$ cat config.mk
export PLATFORM = sky130hd
export DESIGN_NAME = etx_top
export DESIGN_NICKNAME = d
export VERILOG_FILES = /design/src/verilog/emesh_pkg.sv /design/src/verilog/etx_cfg_pkg.sv /design/src/verilog/etx_arbiter.sv /design/src/verilog/etx_fifo.sv /design/src/verilog/etx_protocol.sv /design/src/verilog/etx_top.sv
export SDC_FILE = /design/constraint.sdc
export NUM_CORES = 2
export LEC_CHECK = 0
export ABC_CLOCK_PERIOD_IN_PS = 7850
export BUFFER_PORTS_ARGS = -buffer_cell sky130_fd_sc_hd__buf_4
export CORE_AREA = 2 2 572 460
export CTS_CLUSTER_DIAMETER = 60
export DETAILED_ROUTE_END_ITERATION = 8
export DIE_AREA = 0 0 574 462
export GPL_ROUTABILITY_DRIVEN = 1
export GPL_TIMING_DRIVEN = 0
export MAX_ROUTING_LAYER = met4
export SETUP_SLACK_MARGIN = 0.02
export SYNTH_ARGS = -nofsm -noshare
export SYNTH_HDL_FRONTEND = slang
export SYNTH_SLANG_ARGS = --single-unit
$ cat constraint.sdc
create_clock -name clk -period 7.85 [get_ports clk]
set_input_delay 0.3925 -clock clk [delete_from_list [all_inputs] [get_ports clk]]
set_output_delay 0.3925 -clock clk [all_outputs]
set_load 0.02 [all_outputs]
$ cat src/verilog/emesh_pkg.sv
// emesh packet format
// width of one eMesh transaction and where each field sits in the
// packed 103-bit vector

package emesh_pkg;

  // ##################################################
  // packet width
  // ##################################################

  // one transaction, write bit down to data word
  localparam int packet_w = 103;

  // ##################################################
  // field positions, lsb and width
  // ##################################################

  // write flag, single bit on top
  localparam int write_bit = 102;

  // transfer size code
  localparam int datamode_lsb = 100;
  localparam int datamode_w   = 2;

  // control mode nibble
  localparam int ctrlmode_lsb = 96;
  localparam int ctrlmode_w   = 4;

  // destination address
  localparam int dstaddr_lsb = 64;
  localparam int dstaddr_w   = 32;

  // source address, return address on reads
  localparam int srcaddr_lsb = 32;
  localparam int srcaddr_w   = 32;

  // data word
  localparam int data_lsb = 0;
  localparam int data_w   = 32;

endpackage

$ cat src/verilog/etx_cfg_pkg.sv
// transmit path configuration
// queue sizing and byte framing of the outgoing link

package etx_cfg_pkg;

  // ##################################################
  // queues
  // ##################################################

  // entries per queue, power of two so pointers wrap on their own
  localparam int fifo_depth = 8;
  localparam int fifo_ptr_w = 3;

  // ##################################################
  // link framing
  // ##################################################

  // link width
  localparam int byte_w      = 8;
  // 103-bit packet plus one leading pad bit
  localparam int frame_bytes = 13;
  localparam int frame_w     = frame_bytes * byte_w;
  // counts 0 .. frame_bytes-1
  localparam int byte_cnt_w  = 4;

endpackage

$ cat src/verilog/etx_arbiter.sv
`timescale 1ns/1ps
// etx_arbiter
// fixed-priority pick between the three transmit queues,
// read responses first, then read requests, then writes

module etx_arbiter (
  input  logic                               clk,
  input  logic                               reset,
  // write queue
  input  logic [emesh_pkg::packet_w-1:0]     emwr_rd_data,
  input  logic                               emwr_empty,
  output logic                               emwr_rd_en,
  // read request queue
  input  logic [emesh_pkg::packet_w-1:0]     emrq_rd_data,
  input  logic                               emrq_empty,
  output logic                               emrq_rd_en,
  // read response queue
  input  logic [emesh_pkg::packet_w-1:0]     emrr_rd_data,
  input  logic                               emrr_empty,
  output logic                               emrr_rd_en,
  // link flow control and protocol ack
  input  logic                               tx_rd_wait,
  input  logic                               tx_wr_wait,
  input  logic                               ack,
  // packet out to the protocol block
  output logic                               access,
  output logic                               write,
  output logic [emesh_pkg::datamode_w-1:0]   datamode,
  output logic [emesh_pkg::ctrlmode_w-1:0]   ctrlmode,
  output logic [emesh_pkg::dstaddr_w-1:0]    dstaddr,
  output logic [emesh_pkg::srcaddr_w-1:0]    srcaddr,
  output logic [emesh_pkg::data_w-1:0]       data
);

  logic                           ready;
  logic [emesh_pkg::packet_w-1:0] fifo_data;
  logic                           rr_ready;
  logic                           rq_ready;
  logic                           wr_ready;
  logic                           pop_ok;

  // ##################################################
  // eligibility in priority order
  // ##################################################

  // responses and writes both wait on write-wait
  assign rr_ready = ~emrr_empty & ~tx_wr_wait;
  assign rq_ready = ~emrq_empty & ~tx_rd_wait & ~rr_ready;
  assign wr_ready = ~emwr_empty & ~tx_wr_wait & ~rr_ready & ~rq_ready;

  // pop when holding nothing, or when the current packet is done
  assign pop_ok     = ~ready | ack;
  assign emrr_rd_en = rr_ready & pop_ok;
  assign emrq_rd_en = rq_ready & pop_ok;
  assign emwr_rd_en = wr_ready & pop_ok;

  // ##################################################
  // holding register
  // ##################################################

  always_ff @(posedge clk) begin
    if (reset) begin
      ready <= 1'b0;
    end else if (emrr_rd_en | emrq_rd_en | emwr_rd_en) begin
      ready <= 1'b1;
    end else if (ack) begin
      ready <= 1'b0;
    end
  end

  // payload follows whichever queue was popped
  always_ff @(posedge clk) begin
    if (emrr_rd_en) begin
      fifo_data <= emrr_rd_data;
    end else if (emrq_rd_en) begin
      fifo_data <= emrq_rd_data;
    end else if (emwr_rd_en) begin
      fifo_data <= emwr_rd_data;
    end
  end

  // split into eMesh fields
  assign access   = ready;
  assign write    = fifo_data[emesh_pkg::write_bit];
  assign datamode = fifo_data[emesh_pkg::datamode_lsb +: emesh_pkg::datamode_w];
  assign ctrlmode = fifo_data[emesh_pkg::ctrlmode_lsb +: emesh_pkg::ctrlmode_w];
  assign dstaddr  = fifo_data[emesh_pkg::dstaddr_lsb +: emesh_pkg::dstaddr_w];
  assign srcaddr  = fifo_data[emesh_pkg::srcaddr_lsb +: emesh_pkg::srcaddr_w];
  assign data     = fifo_data[emesh_pkg::data_lsb +: emesh_pkg::data_w];

  // one queue popped at a time
  a_one_pop: assert property (
    @(posedge clk) disable iff (reset) $onehot0({emwr_rd_en, emrq_rd_en, emrr_rd_en})
  ) else $error("etx_arbiter: more than one rd_en");

endmodule

$ cat src/verilog/etx_fifo.sv
`timescale 1ns/1ps
// etx_fifo
// synchronous first-word-fall-through queue for eMesh packets,
// head entry shows on rd_data whenever empty is low

module etx_fifo (
  input  logic                           clk,
  input  logic                           reset,
  // write side
  input  logic                           wr_en,
  input  logic [emesh_pkg::packet_w-1:0] wr_data,
  // read side
  input  logic                           rd_en,
  output logic [emesh_pkg::packet_w-1:0] rd_data,
  output logic                           empty,
  output logic                           full
);

  // ##################################################
  // storage and pointers
  // ##################################################

  logic [emesh_pkg::packet_w-1:0] mem [etx_cfg_pkg::fifo_depth];
  logic [etx_cfg_pkg::fifo_ptr_w-1:0] wr_ptr;
  logic [etx_cfg_pkg::fifo_ptr_w-1:0] rd_ptr;
  // one bit wider than the pointers, holds 0 .. depth
  logic [etx_cfg_pkg::fifo_ptr_w:0]   count;

  // entry array, payload only
  always_ff @(posedge clk) begin
    if (wr_en) begin
      mem[wr_ptr] <= wr_data;
    end
  end

  // pointers wrap naturally, depth is a power of two
  always_ff @(posedge clk) begin
    if (reset) begin
      wr_ptr <= '0;
      rd_ptr <= '0;
      count  <= '0;
    end else begin
      if (wr_en) begin
        wr_ptr <= wr_ptr + 1'b1;
      end
      if (rd_en) begin
        rd_ptr <= rd_ptr + 1'b1;
      end
      // occupancy, simultaneous push and pop leaves it alone
      case ({wr_en, rd_en})
        2'b10:   count <= count + 1'b1;
        2'b01:   count <= count - 1'b1;
        default: count <= count;
      endcase
    end
  end

  // ##################################################
  // status and head
  // ##################################################

  // head entry falls through, no read latency
  assign rd_data = mem[rd_ptr];
  assign empty   = (count == '0);
  assign full    = (count == (etx_cfg_pkg::fifo_ptr_w + 1)'(etx_cfg_pkg::fifo_depth));

  // writer must respect full, reader must respect empty
  a_no_write_when_full: assert property (
    @(posedge clk) disable iff (reset) wr_en |-> !full
  ) else $error("etx_fifo: write while full");

  a_no_pop_when_empty: assert property (
    @(posedge clk) disable iff (reset) rd_en |-> !empty
  ) else $error("etx_fifo: pop while empty");

endmodule

$ cat src/verilog/etx_protocol.sv
`timescale 1ns/1ps
// etx_protocol
// sends one eMesh packet as a padded frame, one byte per clock,
// msb first, and acks on the last byte

module etx_protocol (
  input  logic                               clk,
  input  logic                               reset,
  // packet from the arbiter
  input  logic                               access,
  input  logic                               write,
  input  logic [emesh_pkg::datamode_w-1:0]   datamode,
  input  logic [emesh_pkg::ctrlmode_w-1:0]   ctrlmode,
  input  logic [emesh_pkg::dstaddr_w-1:0]    dstaddr,
  input  logic [emesh_pkg::srcaddr_w-1:0]    srcaddr,
  input  logic [emesh_pkg::data_w-1:0]       data,
  // back to the arbiter
  output logic                               ack,
  // link
  output logic [etx_cfg_pkg::byte_w-1:0]     tx_byte,
  output logic                               tx_frame
);

  logic [emesh_pkg::packet_w-1:0]       pkt;
  logic [etx_cfg_pkg::frame_w-1:0]      pkt_pad;
  logic [etx_cfg_pkg::frame_w-1:0]      shreg;
  logic [etx_cfg_pkg::byte_cnt_w-1:0]   count;
  logic                                 busy;
  logic                                 first;
  logic                                 start;
  logic                                 last;

  // ##################################################
  // frame assembly
  // ##################################################

  // fields back into the packed packet
  assign pkt = {write, datamode, ctrlmode, dstaddr, srcaddr, data};

  // leading zero pad up to a whole number of bytes
  assign pkt_pad = {{(etx_cfg_pkg::frame_w - emesh_pkg::packet_w){1'b0}}, pkt};

  // ##################################################
  // sequencing
  // ##################################################

  // first-byte slot, taken only if a packet is on offer
  // after ack the slot may find access low, frame then ends there
  assign start = first & access;

  // last byte of the frame
  assign last = busy & (count == etx_cfg_pkg::byte_cnt_w'(etx_cfg_pkg::frame_bytes - 1));

  always_ff @(posedge clk) begin
    if (reset) begin
      busy  <= 1'b0;
      first <= 1'b0;
      count <= '0;
    end else if (start) begin
      // byte 0 goes out now, byte 1 next
      busy  <= 1'b1;
      first <= 1'b0;
      count <= etx_cfg_pkg::byte_cnt_w'(1);
    end else if (last) begin
      // offer a slot straight away, back to back frames
      busy  <= 1'b0;
      first <= 1'b1;
      count <= '0;
    end else if (busy) begin
      count <= count + 1'b1;
    end else if (first) begin
      // nothing came after the ack
      first <= 1'b0;
    end else if (access) begin
      // idle, latch cycle before the first byte
      first <= 1'b1;
    end
  end

  // remaining bytes, top byte is the one on the link
  always_ff @(posedge clk) begin
    if (start) begin
      shreg <= pkt_pad << etx_cfg_pkg::byte_w;
    end else if (busy) begin
      shreg <= shreg << etx_cfg_pkg::byte_w;
    end
  end

  // ##################################################
  // link outputs
  // ##################################################

  assign tx_frame = busy | start;
  assign ack      = last;

  // byte 0 straight from the held fields, the rest from the shifter
  always_comb begin
    if (start) begin
      tx_byte = pkt_pad[etx_cfg_pkg::frame_w-1 -: etx_cfg_pkg::byte_w];
    end else if (busy) begin
      tx_byte = shreg[etx_cfg_pkg::frame_w-1 -: etx_cfg_pkg::byte_w];
    end else begin
      tx_byte = '0;
    end
  end

  // ack closes a frame that has been on the link for its full length
  a_ack_in_frame: assert property (
    @(posedge clk) disable iff (reset)
      ack |-> tx_frame && $past(tx_frame, etx_cfg_pkg::frame_bytes - 1)
  ) else $error("etx_protocol: ack outside a full frame");

endmodule

$ cat src/verilog/etx_top.sv
`timescale 1ns/1ps
// etx_top
// transmit side of the eMesh link, three packet queues feeding a
// priority arbiter and the byte-wide link framer

module etx_top (
  input  logic                           clk,
  input  logic                           reset,
  // write queue fill side
  input  logic                           emwr_wr_en,
  input  logic [emesh_pkg::packet_w-1:0] emwr_wr_data,
  output logic                           emwr_full,
  // read request queue fill side
  input  logic                           emrq_wr_en,
  input  logic [emesh_pkg::packet_w-1:0] emrq_wr_data,
  output logic                           emrq_full,
  // read response queue fill side
  input  logic                           emrr_wr_en,
  input  logic [emesh_pkg::packet_w-1:0] emrr_wr_data,
  output logic                           emrr_full,
  // link flow control
  input  logic                           tx_rd_wait,
  input  logic                           tx_wr_wait,
  // link
  output logic [etx_cfg_pkg::byte_w-1:0] tx_byte,
  output logic                           tx_frame
);

  // queue read sides
  logic [emesh_pkg::packet_w-1:0] emwr_rd_data;
  logic [emesh_pkg::packet_w-1:0] emrq_rd_data;
  logic [emesh_pkg::packet_w-1:0] emrr_rd_data;
  logic emwr_empty, emrq_empty, emrr_empty;
  logic emwr_rd_en, emrq_rd_en, emrr_rd_en;

  // arbiter to protocol
  logic                             access;
  logic                             write;
  logic [emesh_pkg::datamode_w-1:0] datamode;
  logic [emesh_pkg::ctrlmode_w-1:0] ctrlmode;
  logic [emesh_pkg::dstaddr_w-1:0]  dstaddr;
  logic [emesh_pkg::srcaddr_w-1:0]  srcaddr;
  logic [emesh_pkg::data_w-1:0]     data;
  logic                             ack;

  // ##################################################
  // queues
  // ##################################################

  etx_fifo u_emwr_fifo (
    .clk(clk), .reset(reset), .wr_en(emwr_wr_en), .wr_data(emwr_wr_data),
    .rd_en(emwr_rd_en), .rd_data(emwr_rd_data), .empty(emwr_empty), .full(emwr_full)
  );

  etx_fifo u_emrq_fifo (
    .clk(clk), .reset(reset), .wr_en(emrq_wr_en), .wr_data(emrq_wr_data),
    .rd_en(emrq_rd_en), .rd_data(emrq_rd_data), .empty(emrq_empty), .full(emrq_full)
  );

  etx_fifo u_emrr_fifo (
    .clk(clk), .reset(reset), .wr_en(emrr_wr_en), .wr_data(emrr_wr_data),
    .rd_en(emrr_rd_en), .rd_data(emrr_rd_data), .empty(emrr_empty), .full(emrr_full)
  );

  // ##################################################
  // arbiter and link framer
  // ##################################################

  etx_arbiter u_etx_arbiter (
    .clk(clk), .reset(reset),
    .emwr_rd_data(emwr_rd_data), .emwr_empty(emwr_empty), .emwr_rd_en(emwr_rd_en),
    .emrq_rd_data(emrq_rd_data), .emrq_empty(emrq_empty), .emrq_rd_en(emrq_rd_en),
    .emrr_rd_data(emrr_rd_data), .emrr_empty(emrr_empty), .emrr_rd_en(emrr_rd_en),
    .tx_rd_wait(tx_rd_wait), .tx_wr_wait(tx_wr_wait), .ack(ack),
    .access(access), .write(write), .datamode(datamode), .ctrlmode(ctrlmode),
    .dstaddr(dstaddr), .srcaddr(srcaddr), .data(data)
  );

  etx_protocol u_etx_protocol (
    .clk(clk), .reset(reset),
    .access(access), .write(write), .datamode(datamode), .ctrlmode(ctrlmode),
    .dstaddr(dstaddr), .srcaddr(srcaddr), .data(data),
    .ack(ack), .tx_byte(tx_byte), .tx_frame(tx_frame)
  );

endmodule
==> summary.txt <==
CTS root buf -> clkbuf_16
Dpl cells -> 8568
Crit Path Max Fanout -> 10
TritonRoute pass-1 iters -> 6
M1 GR Usage -> 29.62%
Final #Nets -> 5998
Final min period -> 4031 ps
Final wirelength -> 275100 um
DR WL/cell -> 29.17 um
Layout cell share with drive strength beyond 1 -> 28.56%
Clock transition at path regs -> 60 ps
RePlAce Congestion -> 0.8044
Final setup viols -> 0
Synthesized area -> 103300 sq um
Die Ht -> 462 um
Slew @ Worst Pin -> 1357 ps
Async set or reset register ratio after synthesis -> 0%
CP endpoint kind -> register
RSZ-0062 raised after global routing -> no
Post-cts sizing count -> 0
Syn Nets -> 4944
Number of vias per cell -> 5.470
Type of the worst setup path -> reg -> reg
Initial Util -> 39.69%
Hold violation count in the final report -> 0
Met3 Resource Use GR -> 4.373%
Part of the Yosys area used for sequential elements -> 78.55%
Fin crit share -> 51.35%
Slew Viols, Final -> 0
FP Rows -> 168
Vias -> 51570
Pre-CTS setup slack -> 3911 ps
Sink Count -> 2717
Most area-hungry cell type in the Yosys netlist -> edfxtp_1
Post-synth EDFFs -> 2671
Critical Path AT -> 4720 ps
Worst r2r path cells -> 14
Gr usage total -> 21.15%
Worst EP required -> 8540 ps
Gr busiest metal -> met2
Commonest non-fill, non-tap cell in the layout -> edfxtp_1
Crit start category -> register
Cell variety after synth -> 51
Iter 0 DRT Violations -> 6222
Dominant cells by area after synthesis -> edfxtp_1 78%, mux4_2 13%, mux2i_1 2.1%, nand2_1 1.3%, dfxtp_1 0.89%
Total negative slack -> 0 ps
Reg2reg start -> u_etx_protocol.count[0]
Worst flop-to-flop path endpoint -> u_emrq_fifo.count[2]
Total CTS buffers -> 270
Setup WS post-layout -> 3819 ps
Core Footprint -> 260200 sq um
Predominant post-synthesis flop cell -> edfxtp_1
Most frequent cells in the layout -> 2671 x edfxtp_1, 618 x mux4_2, 369 x nand2_1, 337 x buf_4, 312 x dlygate4sd3_1
Final HPWL DP -> 189800 um
Clock buffer depth -> 4
Reg2Reg Setup Slack -> 3820 ps
Max IR drop VDD -> 0.2969 mV
Mapped Cells -> 4613
Pwr per Cell Area -> 294.4 nW/um^2
First-pass GRT wire length -> 386900 um
Top cell type's share of synthesized area -> 77.65%
Final ANT Viol Nets -> 0
Status -> completed
H-tree levels -> 5
DRC viols -> 0
Synthesized flop and latch total -> 2717
Die width -> 574 um
Final Skew -> 55.73 ps
Vias in the first global route -> 51530
Normalized max-slew margin -> 9.503%
Non-Filler Instances -> 9429
PortBufs -> 325
Crit path to -> u_emrq_fifo.count[2]
Die area -> 265200 sq um
Global-route met2 utilization -> 31.97%
Synth-to-layout area growth -> 21.12%
Max Cap Viol -> 0
Path category of the worst min-delay check -> in -> reg
Clock Latency Late Sink -> 840 ps
Fin Hold WS -> 119.6 ps
Syn Area/Cell -> 22.39 sq um
FMAX -> 248.1 MHz
Largest net degree at the start of global routing -> 70
Hold depth -> 3
Worst Setup SP -> u_etx_protocol.count[0]
TritonCTS clock tree -> built
Yosys warns -> 0
Initial antenna violation count -> 119
Pleak -> 39.35 nW
Grt total ovfl -> 0
Top Ports -> 328
[synthesized netlist by cell type, drive strengths merged, types with 2 or more instances]
| library cell | n |
|---|---|
| a211oi | 34 |
| a21oi | 13 |
| a221oi | 32 |
| a31oi | 3 |
| and3 | 9 |
| and3b | 2 |
| buf | 151 |
| clkbuf | 93 |
| dfxtp | 46 |
| edfxtp | 2671 |
| ha | 15 |
| inv | 8 |
| mux2 | 79 |
| mux2i | 216 |
| mux4 | 618 |
| nand2 | 371 |
| nand2b | 10 |
| nand3 | 9 |
| nand4 | 2 |
| nor2 | 57 |
| nor2b | 39 |
| nor3 | 9 |
| nor3b | 3 |
| nor4 | 2 |
| nor4b | 3 |
| nor4bb | 2 |
| o21a | 3 |
| o21ai | 12 |
| o221ai | 67 |
| or3 | 2 |
| xnor2 | 6 |
| xor2 | 15 |
[worst max-delay path, stage by stage, from the launching register on]
cell	delay, ps
dfxtp_1	320
inv_1	80
ha_1	210
nand4_2	310
a2bb2oi_2	440
nand2_4	330
clkinv_4	230
buf_2	330
ha_1	350
xor2_1	170
ha_1	200
xor2_1	160
a21oi_1	50
a211oi_1	310
mux2_2	370
[stage by stage]
stage / power, mW / cell area, sq um / util (%)
after floorplan: 21.76 / 103300 / -
after global placement: 24.63 / 110100 / 42.32
after detailed placement: 24.72 / 113600 / 43.64
after CTS: 37.14 / 124900 / 48.00
after global routing: 38.08 / 125100 / 48.06
final: 36.83 / 125100 / 48.07
[state kept, by name (all words and copies together) (netlist names), 96 cells and up, named ones only]
register and flops:
u_emrq_fifo.mem 824, u_emrr_fifo.mem 824, u_emwr_fifo.mem 824, u_etx_arbiter.fifo_data 103, u_etx_protocol.shreg 96
[cell families after synthesis]
group,count (synthesis),synth area share (%)
AOI/OAI and AO/OA,171,1.320
xor gates and xnor gates,21,0.1781
adders and majority gates,15,0.1817
buffers and inverters,253,1.179
DFF,2717,78.55
muxes,913,16.43
and+or+nand+nor,523,2.166
[routing by layer]
layer	share of wire [%]	vias up
met3	8.6	395
li1	-	21520
met1	43	27500
met4	2.4	0
met5	0	-
met2	46	2153
[how the worst min path moves through the flow]
stage | from | end | slack (ps)
after detailed placement | u_emrq_fifo.rd_ptr[1] | u_emrq_fifo.rd_ptr[1] | 480
after global routing | reset | u_emrq_fifo.count[3] | 130
after floorplan | u_emrr_fifo.wr_ptr[0] | u_emrr_fifo.wr_ptr[0] | 460
after global placement | u_emrq_fifo.rd_ptr[1] | u_emrq_fifo.rd_ptr[1] | 470
after CTS | reset | u_emrq_fifo.count[3] | 50
final | reset | u_emrq_fifo.count[3] | 120
[report_power, final]
part	total [mW]	internal [mW]	leakage, nW	switching (mW)
logic	7.29	2.95	10.7	4.35
registers	17.2	17.0	24.7	0.278
clock network	12.3	6.93	4.00	5.37
total	36.8	26.8	39.3	9.99
[cell type report]
class	instances	area, sq um
Clock inverter	113	955.9
Multi-Input combinational cell	1643	21170
Sequential cell	2717	81130
Buffer	244	1179
Antenna cell	79	197.7
Timing Repair Buffer	782	8816
Inverter	9	38.79
Clock buffer	357	7252
Fill cell	21300	135100
Tap cell	3485	4360
[timing repair]
| item | 4_1_cts | 5_1_grt |
|---|---|---|
| hold endpoints to repair | 2481 | 0 |
| setup buffers | 0 | 0 |
| hold buffers | 312 | 0 |
Power figures use the tool's default switching activity.
